**src/kbd_lcd_params.svh**
```systemverilog
`ifndef KBD_LCD_PARAMS_SVH
`define KBD_LCD_PARAMS_SVH

`default_nettype none

// Keypad scan timing
`define KL_SCAN_DWELL 16
`define KL_DEBOUNCE_SWEEPS 2

// Queue depths
`define KL_KEY_DEPTH 4
`define KL_LCD_DEPTH 4

// Cycles with the LCD write strobe low
`define KL_WR_LOW 2

// Register word indices, taken from wb_adr[3:2]
`define KL_REG_KEY 0
`define KL_REG_STATUS 1
`define KL_REG_LCD_CMD 2
`define KL_REG_LCD_DATA 3

`default_nettype wire

`endif

```
**src/kbd_lcd_pkg.sv**
```systemverilog
`default_nettype none

package kbd_lcd_pkg;

    // Key number, column index times four plus row index
    typedef logic [3:0] key_code_t;

    // One byte for the LCD bus
    // is_data high selects data, low selects command
    typedef struct packed {
        logic       is_data;
        logic [7:0] value;
    } lcd_byte_t;

    // Word index of a register
    typedef logic [1:0] reg_index_t;

endpackage

`default_nettype wire

```
**src/event_queue.sv**
```systemverilog
`timescale 1ns/100ps
`default_nettype none

module event_queue #(
    parameter type payload_t = logic [7:0],
    parameter int  DEPTH     = 4
) (
    input  logic     clk,
    input  logic     rst,
    input  logic     push_valid,
    output logic     push_ready,
    input  payload_t push_data,
    output logic     pop_valid,
    input  logic     pop_ready,
    output payload_t pop_data,
    output logic     empty
);

    localparam int PTR_W = (DEPTH > 1) ? $clog2(DEPTH) : 1;
    localparam logic [PTR_W-1:0] PTR_LAST = PTR_W'(DEPTH - 1);
    localparam logic [PTR_W:0] COUNT_FULL = (PTR_W + 1)'(DEPTH);

    payload_t         mem [DEPTH];
    logic [PTR_W-1:0] rd_ptr;
    logic [PTR_W-1:0] wr_ptr;
    logic [PTR_W:0]   count;
    logic             do_push;
    logic             do_pop;

    assign push_ready = (count != COUNT_FULL);
    assign pop_valid  = (count != '0);
    assign empty      = (count == '0);
    assign pop_data   = mem[rd_ptr];

    assign do_push = push_valid && push_ready;
    assign do_pop  = pop_valid && pop_ready;

    always_ff @(posedge clk or posedge rst) begin
        if (rst) begin
            rd_ptr <= '0;
            wr_ptr <= '0;
            count  <= '0;
        end else begin
            if (do_push) begin
                wr_ptr <= (wr_ptr == PTR_LAST) ? '0 : wr_ptr + 1'b1;
            end
            if (do_pop) begin
                rd_ptr <= (rd_ptr == PTR_LAST) ? '0 : rd_ptr + 1'b1;
            end
            // Simultaneous push and pop leave occupancy unchanged
            case ({do_push, do_pop})
                2'b10:   count <= count + 1'b1;
                2'b01:   count <= count - 1'b1;
                default: count <= count;
            endcase
        end
    end

    always_ff @(posedge clk) begin
        if (do_push) begin
            mem[wr_ptr] <= push_data;
        end
    end

endmodule

`default_nettype wire

```
**src/kbd_lcd_top.sv**
```systemverilog
`timescale 1ns/100ps
`include "kbd_lcd_params.svh"
`default_nettype none

module kbd_lcd_top (
    input  logic        clk,
    input  logic        rst,
    input  logic        wb_cyc,
    input  logic        wb_stb,
    input  logic        wb_we,
    input  logic [3:0]  wb_adr,
    input  logic [31:0] wb_dat_w,
    output logic [31:0] wb_dat_r,
    output logic        wb_ack,
    input  logic [3:0]  row,
    output logic [3:0]  column,
    output logic        lcd_csx,
    output logic        lcd_wrx,
    output logic        lcd_dcx,
    output logic [7:0]  lcd_data
);

    logic                   scan_pulse;
    logic [1:0]             column_index;
    logic                   event_valid;
    kbd_lcd_pkg::key_code_t event_code;
    logic                   key_valid;
    kbd_lcd_pkg::key_code_t key_code;
    logic                   key_pop;
    logic                   lcd_push_valid;
    logic                   lcd_push_ready;
    kbd_lcd_pkg::lcd_byte_t lcd_push_data;
    logic                   lcd_empty;
    logic                   lcd_byte_valid;
    logic                   lcd_byte_ready;
    kbd_lcd_pkg::lcd_byte_t lcd_byte_data;
    logic                   lcd_idle;

    scan_timer scan_timer_i (
        .clk          (clk),
        .rst          (rst),
        .column       (column),
        .scan_pulse   (scan_pulse),
        .column_index (column_index)
    );

    keypad_decoder keypad_decoder_i (
        .clk          (clk),
        .rst          (rst),
        .row          (row),
        .column_index (column_index),
        .scan_pulse   (scan_pulse),
        .event_valid  (event_valid),
        .event_code   (event_code)
    );

    // Keypad cannot stall, a press is dropped when this queue is full
    event_queue #(
        .payload_t (kbd_lcd_pkg::key_code_t),
        .DEPTH     (`KL_KEY_DEPTH)
    ) key_queue_i (
        .clk        (clk),
        .rst        (rst),
        .push_valid (event_valid),
        .push_ready (),
        .push_data  (event_code),
        .pop_valid  (key_valid),
        .pop_ready  (key_pop),
        .pop_data   (key_code),
        .empty      ()
    );

    event_queue #(
        .payload_t (kbd_lcd_pkg::lcd_byte_t),
        .DEPTH     (`KL_LCD_DEPTH)
    ) lcd_queue_i (
        .clk        (clk),
        .rst        (rst),
        .push_valid (lcd_push_valid),
        .push_ready (lcd_push_ready),
        .push_data  (lcd_push_data),
        .pop_valid  (lcd_byte_valid),
        .pop_ready  (lcd_byte_ready),
        .pop_data   (lcd_byte_data),
        .empty      (lcd_empty)
    );

    lcd_write_fsm lcd_write_fsm_i (
        .clk        (clk),
        .rst        (rst),
        .byte_valid (lcd_byte_valid),
        .byte_ready (lcd_byte_ready),
        .byte_data  (lcd_byte_data),
        .idle       (lcd_idle),
        .lcd_csx    (lcd_csx),
        .lcd_wrx    (lcd_wrx),
        .lcd_dcx    (lcd_dcx),
        .lcd_data   (lcd_data)
    );

    mmio_regs mmio_regs_i (
        .clk            (clk),
        .rst            (rst),
        .wb_cyc         (wb_cyc),
        .wb_stb         (wb_stb),
        .wb_we          (wb_we),
        .wb_adr         (wb_adr),
        .wb_dat_w       (wb_dat_w),
        .wb_dat_r       (wb_dat_r),
        .wb_ack         (wb_ack),
        .key_valid      (key_valid),
        .key_code       (key_code),
        .key_pop        (key_pop),
        .lcd_push_valid (lcd_push_valid),
        .lcd_push_ready (lcd_push_ready),
        .lcd_push_data  (lcd_push_data),
        .lcd_idle       (lcd_idle),
        .lcd_empty      (lcd_empty)
    );

endmodule

`default_nettype wire

```
**src/keypad_decoder.sv**
```systemverilog
`timescale 1ns/100ps
`include "kbd_lcd_params.svh"
`default_nettype none

module keypad_decoder (
    input  logic                  clk,
    input  logic                  rst,
    input  logic [3:0]            row,
    input  logic [1:0]            column_index,
    input  logic                  scan_pulse,
    output logic                  event_valid,
    output kbd_lcd_pkg::key_code_t event_code
);

    localparam int STAB_W = $clog2(`KL_DEBOUNCE_SWEEPS + 1);
    localparam logic [STAB_W-1:0] STAB_MAX = STAB_W'(`KL_DEBOUNCE_SWEEPS);

    logic                   cand_hit;
    kbd_lcd_pkg::key_code_t cand_code;
    logic                   prev_hit;
    kbd_lcd_pkg::key_code_t prev_code;
    logic [STAB_W-1:0]      stable_cnt;
    logic [STAB_W-1:0]      stable_next;
    logic                   armed;

    logic                   row_hit;
    logic [1:0]             low_row;
    kbd_lcd_pkg::key_code_t sample_code;
    logic                   sweep_end;
    logic                   final_hit;
    kbd_lcd_pkg::key_code_t final_code;
    logic                   emit;

    always_comb begin
        row_hit = |row;
        // Lowest pressed row wins
        low_row = 2'd0;
        for (int i = 3; i >= 0; i--) begin
            if (row[i]) begin
                low_row = 2'(i);
            end
        end
        sample_code = kbd_lcd_pkg::key_code_t'({column_index, low_row});
        sweep_end   = scan_pulse && (column_index == 2'd3);

        // Columns are scanned in order, so the first hit has the lowest key number
        final_hit  = cand_hit || row_hit;
        final_code = cand_hit ? cand_code : sample_code;

        if (!final_hit) begin
            stable_next = '0;
        end else if (prev_hit && (final_code == prev_code)) begin
            stable_next = (stable_cnt == STAB_MAX) ? stable_cnt : stable_cnt + 1'b1;
        end else begin
            stable_next = STAB_W'(1);
        end

        emit = sweep_end && armed && (stable_next == STAB_MAX);
    end

    always_ff @(posedge clk or posedge rst) begin
        if (rst) begin
            cand_hit    <= 1'b0;
            prev_hit    <= 1'b0;
            stable_cnt  <= '0;
            armed       <= 1'b1;
            event_valid <= 1'b0;
        end else begin
            event_valid <= emit;
            if (sweep_end) begin
                cand_hit   <= 1'b0;
                prev_hit   <= final_hit;
                stable_cnt <= stable_next;
                if (emit) begin
                    armed <= 1'b0;
                end else if (!final_hit) begin
                    // Empty sweep means the key was released
                    armed <= 1'b1;
                end
            end else if (scan_pulse && row_hit) begin
                cand_hit <= 1'b1;
            end
        end
    end

    always_ff @(posedge clk) begin
        if (scan_pulse && !cand_hit) begin
            cand_code <= sample_code;
        end
        if (sweep_end) begin
            prev_code <= final_code;
        end
        if (emit) begin
            event_code <= final_code;
        end
    end

endmodule

`default_nettype wire

```
**src/lcd_write_fsm.sv**
```systemverilog
`timescale 1ns/100ps
`include "kbd_lcd_params.svh"
`default_nettype none

module lcd_write_fsm (
    input  logic                   clk,
    input  logic                   rst,
    input  logic                   byte_valid,
    output logic                   byte_ready,
    input  kbd_lcd_pkg::lcd_byte_t byte_data,
    output logic                   idle,
    output logic                   lcd_csx,
    output logic                   lcd_wrx,
    output logic                   lcd_dcx,
    output logic [7:0]             lcd_data
);

    localparam int CNT_W = ($clog2(`KL_WR_LOW) > 0) ? $clog2(`KL_WR_LOW) : 1;
    localparam logic [CNT_W-1:0] STROBE_LAST = CNT_W'(`KL_WR_LOW - 1);

    typedef enum logic [2:0] {
        IDLE,
        SETUP,
        STROBE,
        HOLD,
        GAP
    } state_t;

    state_t           state;
    state_t           state_next;
    logic [CNT_W-1:0] strobe_cnt;

    // New bytes only taken while the bus is released
    assign byte_ready = (state == IDLE);
    assign idle       = (state == IDLE);

    // Chip select spans setup through hold, strobe only in STROBE
    assign lcd_csx = !((state == SETUP) || (state == STROBE) || (state == HOLD));
    assign lcd_wrx = (state != STROBE);

    always_comb begin
        state_next = state;
        case (state)
            IDLE: begin
                if (byte_valid) begin
                    state_next = SETUP;
                end
            end
            SETUP:   state_next = STROBE;
            STROBE: begin
                if (strobe_cnt == STROBE_LAST) begin
                    state_next = HOLD;
                end
            end
            HOLD:    state_next = GAP;
            GAP:     state_next = IDLE;
            default: state_next = IDLE;
        endcase
    end

    always_ff @(posedge clk or posedge rst) begin
        if (rst) begin
            state      <= IDLE;
            strobe_cnt <= '0;
        end else begin
            state <= state_next;
            if (state == STROBE) begin
                strobe_cnt <= strobe_cnt + 1'b1;
            end else begin
                strobe_cnt <= '0;
            end
        end
    end

    // Bus value latched on accept and held until the next byte
    always_ff @(posedge clk or posedge rst) begin
        if (rst) begin
            lcd_dcx  <= 1'b0;
            lcd_data <= 8'h00;
        end else if (byte_valid && byte_ready) begin
            lcd_dcx  <= byte_data.is_data;
            lcd_data <= byte_data.value;
        end
    end

endmodule

`default_nettype wire

```
**src/mmio_regs.sv**
```systemverilog
`timescale 1ns/100ps
`include "kbd_lcd_params.svh"
`default_nettype none

module mmio_regs (
    input  logic                   clk,
    input  logic                   rst,
    input  logic                   wb_cyc,
    input  logic                   wb_stb,
    input  logic                   wb_we,
    input  logic [3:0]             wb_adr,
    input  logic [31:0]            wb_dat_w,
    output logic [31:0]            wb_dat_r,
    output logic                   wb_ack,
    input  logic                   key_valid,
    input  kbd_lcd_pkg::key_code_t key_code,
    output logic                   key_pop,
    output logic                   lcd_push_valid,
    input  logic                   lcd_push_ready,
    output kbd_lcd_pkg::lcd_byte_t lcd_push_data,
    input  logic                   lcd_idle,
    input  logic                   lcd_empty
);

    kbd_lcd_pkg::reg_index_t reg_idx;
    logic                    req;
    logic                    is_key;
    logic                    is_status;
    logic                    is_lcd;
    logic                    ack_next;
    logic [31:0]             rd_value;

    assign reg_idx   = kbd_lcd_pkg::reg_index_t'(wb_adr[3:2]);
    assign is_key    = (reg_idx == kbd_lcd_pkg::reg_index_t'(`KL_REG_KEY));
    assign is_status = (reg_idx == kbd_lcd_pkg::reg_index_t'(`KL_REG_STATUS));
    assign is_lcd    = (reg_idx == kbd_lcd_pkg::reg_index_t'(`KL_REG_LCD_CMD)) ||
                       (reg_idx == kbd_lcd_pkg::reg_index_t'(`KL_REG_LCD_DATA));

    // New request only when not already acking, keeps ack to one cycle
    assign req = wb_cyc && wb_stb && !wb_ack;

    // LCD writes wait for room in the queue
    assign ack_next = req && !(wb_we && is_lcd && !lcd_push_ready);

    // Side effects happen in the ack cycle, master still holds the request
    // Key pop only when the returned word carried a valid event
    assign key_pop        = wb_ack && !wb_we && is_key && wb_dat_r[8];
    assign lcd_push_valid = wb_ack && wb_we && is_lcd;

    always_comb begin
        lcd_push_data.is_data = (reg_idx == kbd_lcd_pkg::reg_index_t'(`KL_REG_LCD_DATA));
        lcd_push_data.value   = wb_dat_w[7:0];
    end

    always_comb begin
        rd_value = 32'h0;
        if (is_key && key_valid) begin
            rd_value[8]   = 1'b1;
            rd_value[3:0] = key_code;
        end else if (is_status) begin
            rd_value[0] = key_valid;
            rd_value[1] = lcd_empty && lcd_idle;
            rd_value[2] = !lcd_push_ready;
        end
    end

    always_ff @(posedge clk or posedge rst) begin
        if (rst) begin
            wb_ack <= 1'b0;
        end else begin
            wb_ack <= ack_next;
        end
    end

    // Read data captured together with the decision to ack
    always_ff @(posedge clk) begin
        if (ack_next) begin
            wb_dat_r <= wb_we ? 32'h0 : rd_value;
        end
    end

endmodule

`default_nettype wire

```
**src/scan_timer.sv**
```systemverilog
`timescale 1ns/100ps
`include "kbd_lcd_params.svh"
`default_nettype none

module scan_timer (
    input  logic       clk,
    input  logic       rst,
    output logic [3:0] column,
    output logic       scan_pulse,
    output logic [1:0] column_index
);

    localparam int CNT_W = ($clog2(`KL_SCAN_DWELL) > 0) ? $clog2(`KL_SCAN_DWELL) : 1;
    localparam logic [CNT_W-1:0] DWELL_LAST = CNT_W'(`KL_SCAN_DWELL - 1);

    logic [CNT_W-1:0] dwell_cnt;

    // Last cycle of the dwell, rows get sampled here
    assign scan_pulse = (dwell_cnt == DWELL_LAST);

    always_ff @(posedge clk or posedge rst) begin
        if (rst) begin
            dwell_cnt    <= '0;
            column       <= 4'b0001;
            column_index <= 2'd0;
        end else begin
            if (scan_pulse) begin
                dwell_cnt    <= '0;
                // Rotate one-hot column, index follows along
                column       <= {column[2:0], column[3]};
                column_index <= column_index + 2'd1;
            end else begin
                dwell_cnt <= dwell_cnt + 1'b1;
            end
        end
    end

endmodule

`default_nettype wire

```
**config.mk**
```make
export PLATFORM = sky130hd
export DESIGN_NAME = kbd_lcd_top
export DESIGN_NICKNAME = d
export VERILOG_FILES = /design/src/kbd_lcd_pkg.sv /design/src/event_queue.sv /design/src/kbd_lcd_top.sv /design/src/keypad_decoder.sv /design/src/lcd_write_fsm.sv /design/src/mmio_regs.sv /design/src/scan_timer.sv
export VERILOG_INCLUDE_DIRS = /design/src
export SDC_FILE = /design/constraint.sdc
export NUM_CORES = 1
export LEC_CHECK = 0
export ABC_AREA = 1
export BUFFER_PORTS_ARGS = -buffer_cell sky130_fd_sc_hd__buf_2
export CAP_MARGIN = 0
export CORE_MARGIN = 3
export CORE_UTILIZATION = 45
export CTS_CLUSTER_DIAMETER = 30
export DETAILED_ROUTE_END_ITERATION = 7
export PLACE_DENSITY = 0.7
export SYNTH_ARGS = -nofsm -noshare
export SYNTH_HDL_FRONTEND = slang
export SYNTH_HIERARCHICAL = 1
export SYNTH_SLANG_ARGS = --single-unit
export TNS_END_PERCENT = 100
```
**constraint.sdc**
```tcl
create_clock -name clk -period 3.3 [get_ports clk]
set_input_delay 0.33 -clock clk [delete_from_list [all_inputs] [get_ports clk]]
set_output_delay 0.33 -clock clk [all_outputs]
set_load 0.05 [all_outputs]
```
==> impl_metrics.csv, run 1 <==
group,metric,value,unit
setup_path,crit_path_start_kind,"register",
clock_tree,numCtsBuffers,17,
synth,mappedNetlistArea,5564,µm²
floorplanning,io_pins,93,
detailed_routing,wl,9293,µm
layout,antennaDiodeCount,0,
min_path,hp-class,"input port to register",
clock_tree,insertion_delay,0.41,ns
setup_path,crit_path_end_kind,"register",
power,leakage,0.002959,µW
setup_path,path_max_fanout,8,
detailed_routing,wl_per_cell,12.21,µm
detailed_routing,num_vias,3537,
sta,rsz0062_at_grt,"no",
synth,yosysWarningCount,6,
detailed_routing,first_iter_violations,188,
sta,period_needed,2.323,ns
floorplanning,die_w,117.2,µm
sta,slew_headroom,35.89,%
sta,worst_slew_pin_slew,0.9581,ns
setup_path,r2r_setup_slack,0.98,ns
clock_tree,clk_pin_slew_worst_paths,0.05,ns
clock_tree,cts-root-buf,"clkbuf_16",
floorplanning,rows,39,
clock_tree,clk_path_buf_depth,2,
power,irDropWorstVdd,0.0003872,V
synth,syn_avg_cell_area,10.21,µm²
sta,setup-tns-final,0,ns
floorplanning,die_y,117.2,µm
place,gp_congestion,0.7751,
power,powerDensity,785.4,nW/µm²
floorplanning,start_util,47.31,%
layout,drive_gt1_share,20.27,%
detailed_routing,drc_errors,0,
floorplanning,dieArea,13730,µm²
clock_tree,cts.sink_count,113,
setup_path,cp-startpoint,"scan_timer_i/dwell_cnt[0]$_DFF_PP0_",
clock_tree,cts_tree,"yes",
min_path,whs_endpoint,"lcd_queue_i/mem[0][2]$_DFFE_PP_",
layout,fillerInstances,1050,
min_path,holdPathStages,1,
run,maxCapViolations,0,
global_route,grt_usage,14.69,%
sta,maxSlewViolCount,0,
setup_path,r2r_cells,11,
setup_path,r2r-start,"scan_timer_i/dwell_cnt[0]$_DFF_PP0_",
min_path,hp-start,"wb_dat_w[2]",
synth,netlist_instances,545,
run_status,status,"complete, no violations",
global_route,grt_first_pass_wirelength,15400,µm
sta,timing.fmax,0.4304,GHz
place,numPortBuffers,39,
sta,finalSetupViolations,0,
setup_path,regToRegEndpoint,"keypad_decoder_i/event_code[2]$_DFFE_PP_",
global_route,antenna_found_initial,1,
clock_tree,htreeDepth,4,
setup_path,worstSetupPathType,"register to register",
global_route,grt_max_degree,40,
sta,skew,0.006890,ns
detailed_routing,ant_nets,0,
power,total_power,4908,µW
detailed_routing,first_pass_iters,4,
setup_path,worstPathArrival,2.42,ns
global_route,grt-ovfl-total,0,
setup_path,cp.required,3.40,ns
global_route,grt_pass1_vias,3307,
layout,area_growth,12.30,%
clock_tree,cts_setup_buffers,0,
sta,finalCritPeriodShare,70.41,%
layout,nets,645,
floorplanning,core,11760,µm²
sta,hold_viol,0,
place,hpwlAfterDp,6523,µm
detailed_routing,viasPerCell,4.648,
## placed cells by master (no fill, tap or decap), types with 5 or more instances in the layout
master      instances
buf_2              39
clkbuf_16          17
clkinv_4            5
clkinvlp_4          6
conb_1             27
dfrtp_1            42
edfxtp_1           69
ha_1               14
inv_1              85
inv_2              10
nand2_1           138
nand2_2            11
nand3_1            24
nand3_2             5
nand4_1            14
nor2_1             27
o211ai_1           16
o211ai_2           10
## stage by stage
step	setup slack, ns	utilization (%)	std cells	instance area, µm²	hold slack (ns)
global route	0.6574	53.13	761	6248	0.1251
detailed placement	0.9530	48.26	728	5675	0.2474
finish	0.9766	53.13	761	6248	0.1385
global placement	1.028	48.26	728	5675	0.2484
floorplan	1.207	-	571	5662	0.05871
CTS	0.9581	53.13	761	6248	0.1208
## layout make-up
class                           count  area (µm²)  area share (%)
Tap cell                          164       205.2           3.284
Multi-Input combinational cell    314        1718           27.49
Inverter                           97       374.1           5.987
Timing Repair Buffer               41       212.7           3.404
Sequential cell                   113        3176           50.82
Clock inverter                     15       137.6           2.203
Clock buffer                       17       425.4           6.808
## worst max-delay path by stage
stage | endpoint | slack (ns) | depth (start not counted)
after floorplan | key_queue_i/count[2]$_DFFE_PP0P_ | 1.21 | 11
after global routing | keypad_decoder_i/event_code[2]$_DFFE_PP_ | 0.66 | 11
final | keypad_decoder_i/event_code[2]$_DFFE_PP_ | 0.98 | 11
after global placement | keypad_decoder_i/event_code[0]$_DFFE_PP_ | 1.03 | 11
after detailed placement | keypad_decoder_i/event_code[0]$_DFFE_PP_ | 0.95 | 11
after CTS | keypad_decoder_i/event_code[2]$_DFFE_PP_ | 0.96 | 11
## layer usage
metal,share of wire [%],up-vias,GRT usage (%)
li1,-,1774,-
met1,46,1651,18.52
met4,2.3,2,6.881
met3,5.5,19,5.039
met2,46,91,22.81
met5,0.075,-,0
## worst max-delay path, cell delays in order, from the launching register on
cell	delay [ns]
dfrtp_1	0.38
ha_1	0.26
nand3_4	0.15
clkinv_4	0.11
inv_1	0.06
nor3_2	0.44
nand3_1	0.13
inv_1	0.08
nand3_1	0.09
nor2_1	0.09
nand2_1	0.07
inv_1	0.16
## sequential cells by signal, summed over array words and instances (netlist names), 2 cells and up
register and flops:
keypad_decoder_i/event_code 4, lcd_queue_i/wr_ptr 2, key_queue_i/rd_ptr 2, key_queue_i/mem 16, lcd_write_fsm_i/state 3, keypad_decoder_i/prev_code 4, lcd_write_fsm_i/lcd_data 8, keypad_decoder_i/stable_cnt 2
mmio_regs_i/wb_dat_r 5, lcd_queue_i/mem 36, scan_timer_i/dwell_cnt 4, scan_timer_i/column_index 2, key_queue_i/count 3, scan_timer_i/column 4, key_queue_i/wr_ptr 2, keypad_decoder_i/cand_code 4
lcd_queue_i/count 3, lcd_queue_i/rd_ptr 2
## power by group
group,internal [µW],switching (µW)
registers,1660,140
clock network,1040,655
logic,399,1020
## timing repair
| action | CTS | global route |
|---|---|---|
| hold buffers | 1 | 0 |
| endpoints found under the setup margin | 0 | 0 |
| gates resized for setup | 0 | 0 |
| hold endpoints to repair | 29 | 0 |
Note: power is estimated with default switching activity, not from simulation.
==> run 2: changes to the inputs <==
--- a/config.mk
+++ b/config.mk
@@ -13,7 +13,7 @@
 export CORE_UTILIZATION = 45
 export CTS_CLUSTER_DIAMETER = 30
 export DETAILED_ROUTE_END_ITERATION = 7
-export PLACE_DENSITY = 0.7
+export PLACE_DENSITY = 0.73
 export SYNTH_ARGS = -nofsm -noshare
 export SYNTH_HDL_FRONTEND = slang
 export SYNTH_HIERARCHICAL = 1
==> constraint.sdc (replaced) <==
create_clock -name clk -period 2 [get_ports clk]
set_input_delay 0.2 -clock clk [delete_from_list [all_inputs] [get_ports clk]]
set_output_delay 0.2 -clock clk [all_outputs]
set_load 0.05 [all_outputs]
==> run 2 against run 1 <==
  * First-iteration DRC count grew 55%
  * Register-to-register slack lost 0.83 ns
  * Sequential share of layout area shrank 1.8 points
  * Wire length grew 7.0%
  * Global-route usage grew 0.62 points
  * Setup slack lost 0.83 ns
  * Sequential cell count is the same
  * Clock power grew 89%
  * Non-clock buffer count grew 16
  * Combinational power grew 75%
  * Largest power group is now clock
  * Highest routed layer is now met4
==> impl_metrics.csv, run 2 (synthesized netlist as in run 1, its figures left out) <==
group,metric,value,unit
run_status,status,"complete, no violations",
setup_path,r2r-start,"mmio_regs_i/wb_ack$_DFF_PP0_",
sta,hold_viol,0,
layout,area_growth,16.42,%
layout,post-route-util,55.08,%
place,place_area,5783,µm²
sta,maxSlewViolCount,0,
sta,finalCritPeriodShare,92.52,%
setup_path,cpMostUsedCell,"nand2_1",
detailed_routing,drc_errors,0,
setup_path,crit_cells,11,
clock_tree,numCtsBuffers,17,
clock_tree,insertion_delay,0.40,ns
power,powerDensity,1334,nW/µm²
layout,final_cell_mix,"nand2_1 (136), inv_1 (84), edfxtp_1 (69)",
place,gp_congestion,0.7809,
setup_path,crit_path_cell_trace,"nand3_1 -> nor3_4 -> nand2_2 -> inv_1 -> ha_1 -> inv_1 -> fa_1 -> nand2_1 -> nand3_1 -> nand2_1 -> nand2_1",
floorplanning,rows,39,
clock_tree,clk_pin_slew_worst_paths,0.05,ns
setup_path,regToRegEndpoint,"key_queue_i/count[2]$_DFFE_PP0P_",
detailed_routing,num_vias,3593,
setup_path,crit_path_start_kind,"register",
global_route,grt-ovfl-total,0,
setup_path,cpLargestDelayFamily,"simple AND/OR/NAND/NOR gates",
floorplanning,die_y,117.2,µm
layout,stdcell_area,6477,µm²
setup_path,worstPathArrival,2.14,ns
run,maxCapViolations,0,
sta,finalSetupViolations,0,
detailed_routing,first_iter_violations,292,
sta,timing.fmax,0.5404,GHz
layout,nets,661,
sta,setup-tns-final,0,ns
layout,regMostFlops,"lcd_queue_i/mem",
sta,worst_slew_pin_slew,0.5211,ns
min_path,hp-start,"wb_dat_w[7]",
power,irDropWorstVdd,0.0005377,V
setup_path,crit_path_end_kind,"register",
floorplanning,start_util,47.31,%
setup_path,r2r_setup_slack,0.15,ns
place,numPortBuffers,39,
layout,layout_commonest_cell,"nand2_1",
global_route,grt_pass1_vias,3460,
place,dp.cells,739,
detailed_routing,wl,9939,µm
layout,finalNonFillerCells,777,
detailed_routing,viasPerCell,4.624,
layout,reg_top3,"lcd_queue_i/mem: 36 flops, key_queue_i/mem: 16 flops, lcd_write_fsm_i/lcd_data: 8 flops",
global_route,antenna_found_initial,0,
detailed_routing,wl_per_cell,12.79,µm
min_path,whs_endpoint,"lcd_queue_i/mem[1][7]$_DFFE_PP_",
setup_path,r2r_cells,11,
floorplanning,die_w,117.2,µm
sta,period_needed,1.850,ns
floorplanning,dieArea,13730,µm²
setup_path,path_max_fanout,3,
clock_tree,cts_tree,"yes",
clock_tree,clk_path_buf_depth,2,
global_route,grt_first_pass_wirelength,16000,µm
clock_tree,cts.sink_count,113,
min_path,holdPathStages,1,
layout,drive_gt1_share,22.19,%
detailed_routing,first_pass_iters,4,
sta,skew,0.008494,ns
detailed_routing,ant_nets,0,
clock_tree,htreeDepth,4,
global_route,grt_max_degree,37,
layout,antennaDiodeCount,0,
floorplanning,io_pins,93,
setup_path,worstSetupPathType,"register to register",
place,hpwlAfterDp,7139,µm
min_path,hp-class,"input port to register",
global_route,grt_usage,15.31,%
setup_path,critPathBufInv,2,
layout,largest_reg_flops,36,
sta,slew_headroom,65.26,%
clock_tree,cts-root-buf,"clkbuf_16",
setup_path,cp.required,2.29,ns
power,leakage,0.003071,µW
power,total_power,8639,µW
floorplanning,core,11760,µm²
setup_path,cpPeakStageDelay,0.38,ns
setup_path,crit_slowest_cell,"fa_1",
## run 2: cell type report
type	instances	area, µm²
clock inverters	12	188.9
multi-input cells	314	1745
fillers	959	5283
inverters	97	374.1
well taps	164	205.2
flip-flops and latches	113	3177
clock buffers	20	436.7
repair buffers	57	350.3
## run 2: power breakdown
group	internal (µW)	total [µW]	leakage, µW	switching [µW]
Clock	2190	3190	0.000293	995
Combinational	755	2490	0.00161	1740
Sequential	2740	2960	0.00117	221
Total	5690	8640	0.00307	2950
## run 2: routing by layer
layer / vias to the layer above / global-route usage, % / wire [µm]
met5: - / 0 / 0
met4: 0 / 5.352 / 184
met3: 13 / 5.039 / 391
met2: 62 / 27.07 / 5320
met1: 1712 / 17.31 / 4042
li1: 1806 / - / -
## run 2: timing repair
action	in CTS	in global routing
resized for setup	0	6
hold buffers	2	1
buffers inserted	0	3
endpoints found under the setup margin	0	7
endpoints found under the hold margin	46	4
## run 2: how the worst max path moves through the flow
stage                                                    end                                  start
floorplan                   key_queue_i/count[2]$_DFFE_PP0P_  mmio_regs_i/wb_dat_r[8]$_SDFFCE_PP0P_
global placement            lcd_queue_i/count[2]$_DFFE_PP0P_   lcd_write_fsm_i/state[0]$_DFFE_PP0P_
detailed placement          key_queue_i/count[2]$_DFFE_PP0P_                              wb_adr[2]
CTS                 keypad_decoder_i/event_code[3]$_DFFE_PP_    scan_timer_i/dwell_cnt[0]$_DFF_PP0_
global route        keypad_decoder_i/event_code[3]$_DFFE_PP_    scan_timer_i/dwell_cnt[0]$_DFF_PP0_
finish                      key_queue_i/count[2]$_DFFE_PP0P_           mmio_regs_i/wb_ack$_DFF_PP0_
## run 2: through the flow
stage          setup slack, ns  hold slack [ns]
6_report                0.1497          0.02322
4_1_cts                0.06577         0.006695
3_5_place_dp           0.05644           0.1377
5_1_grt              -0.001172         0.007222
3_3_place_gp            0.1317           0.1384
2_1_floorplan         -0.02056         -0.07126
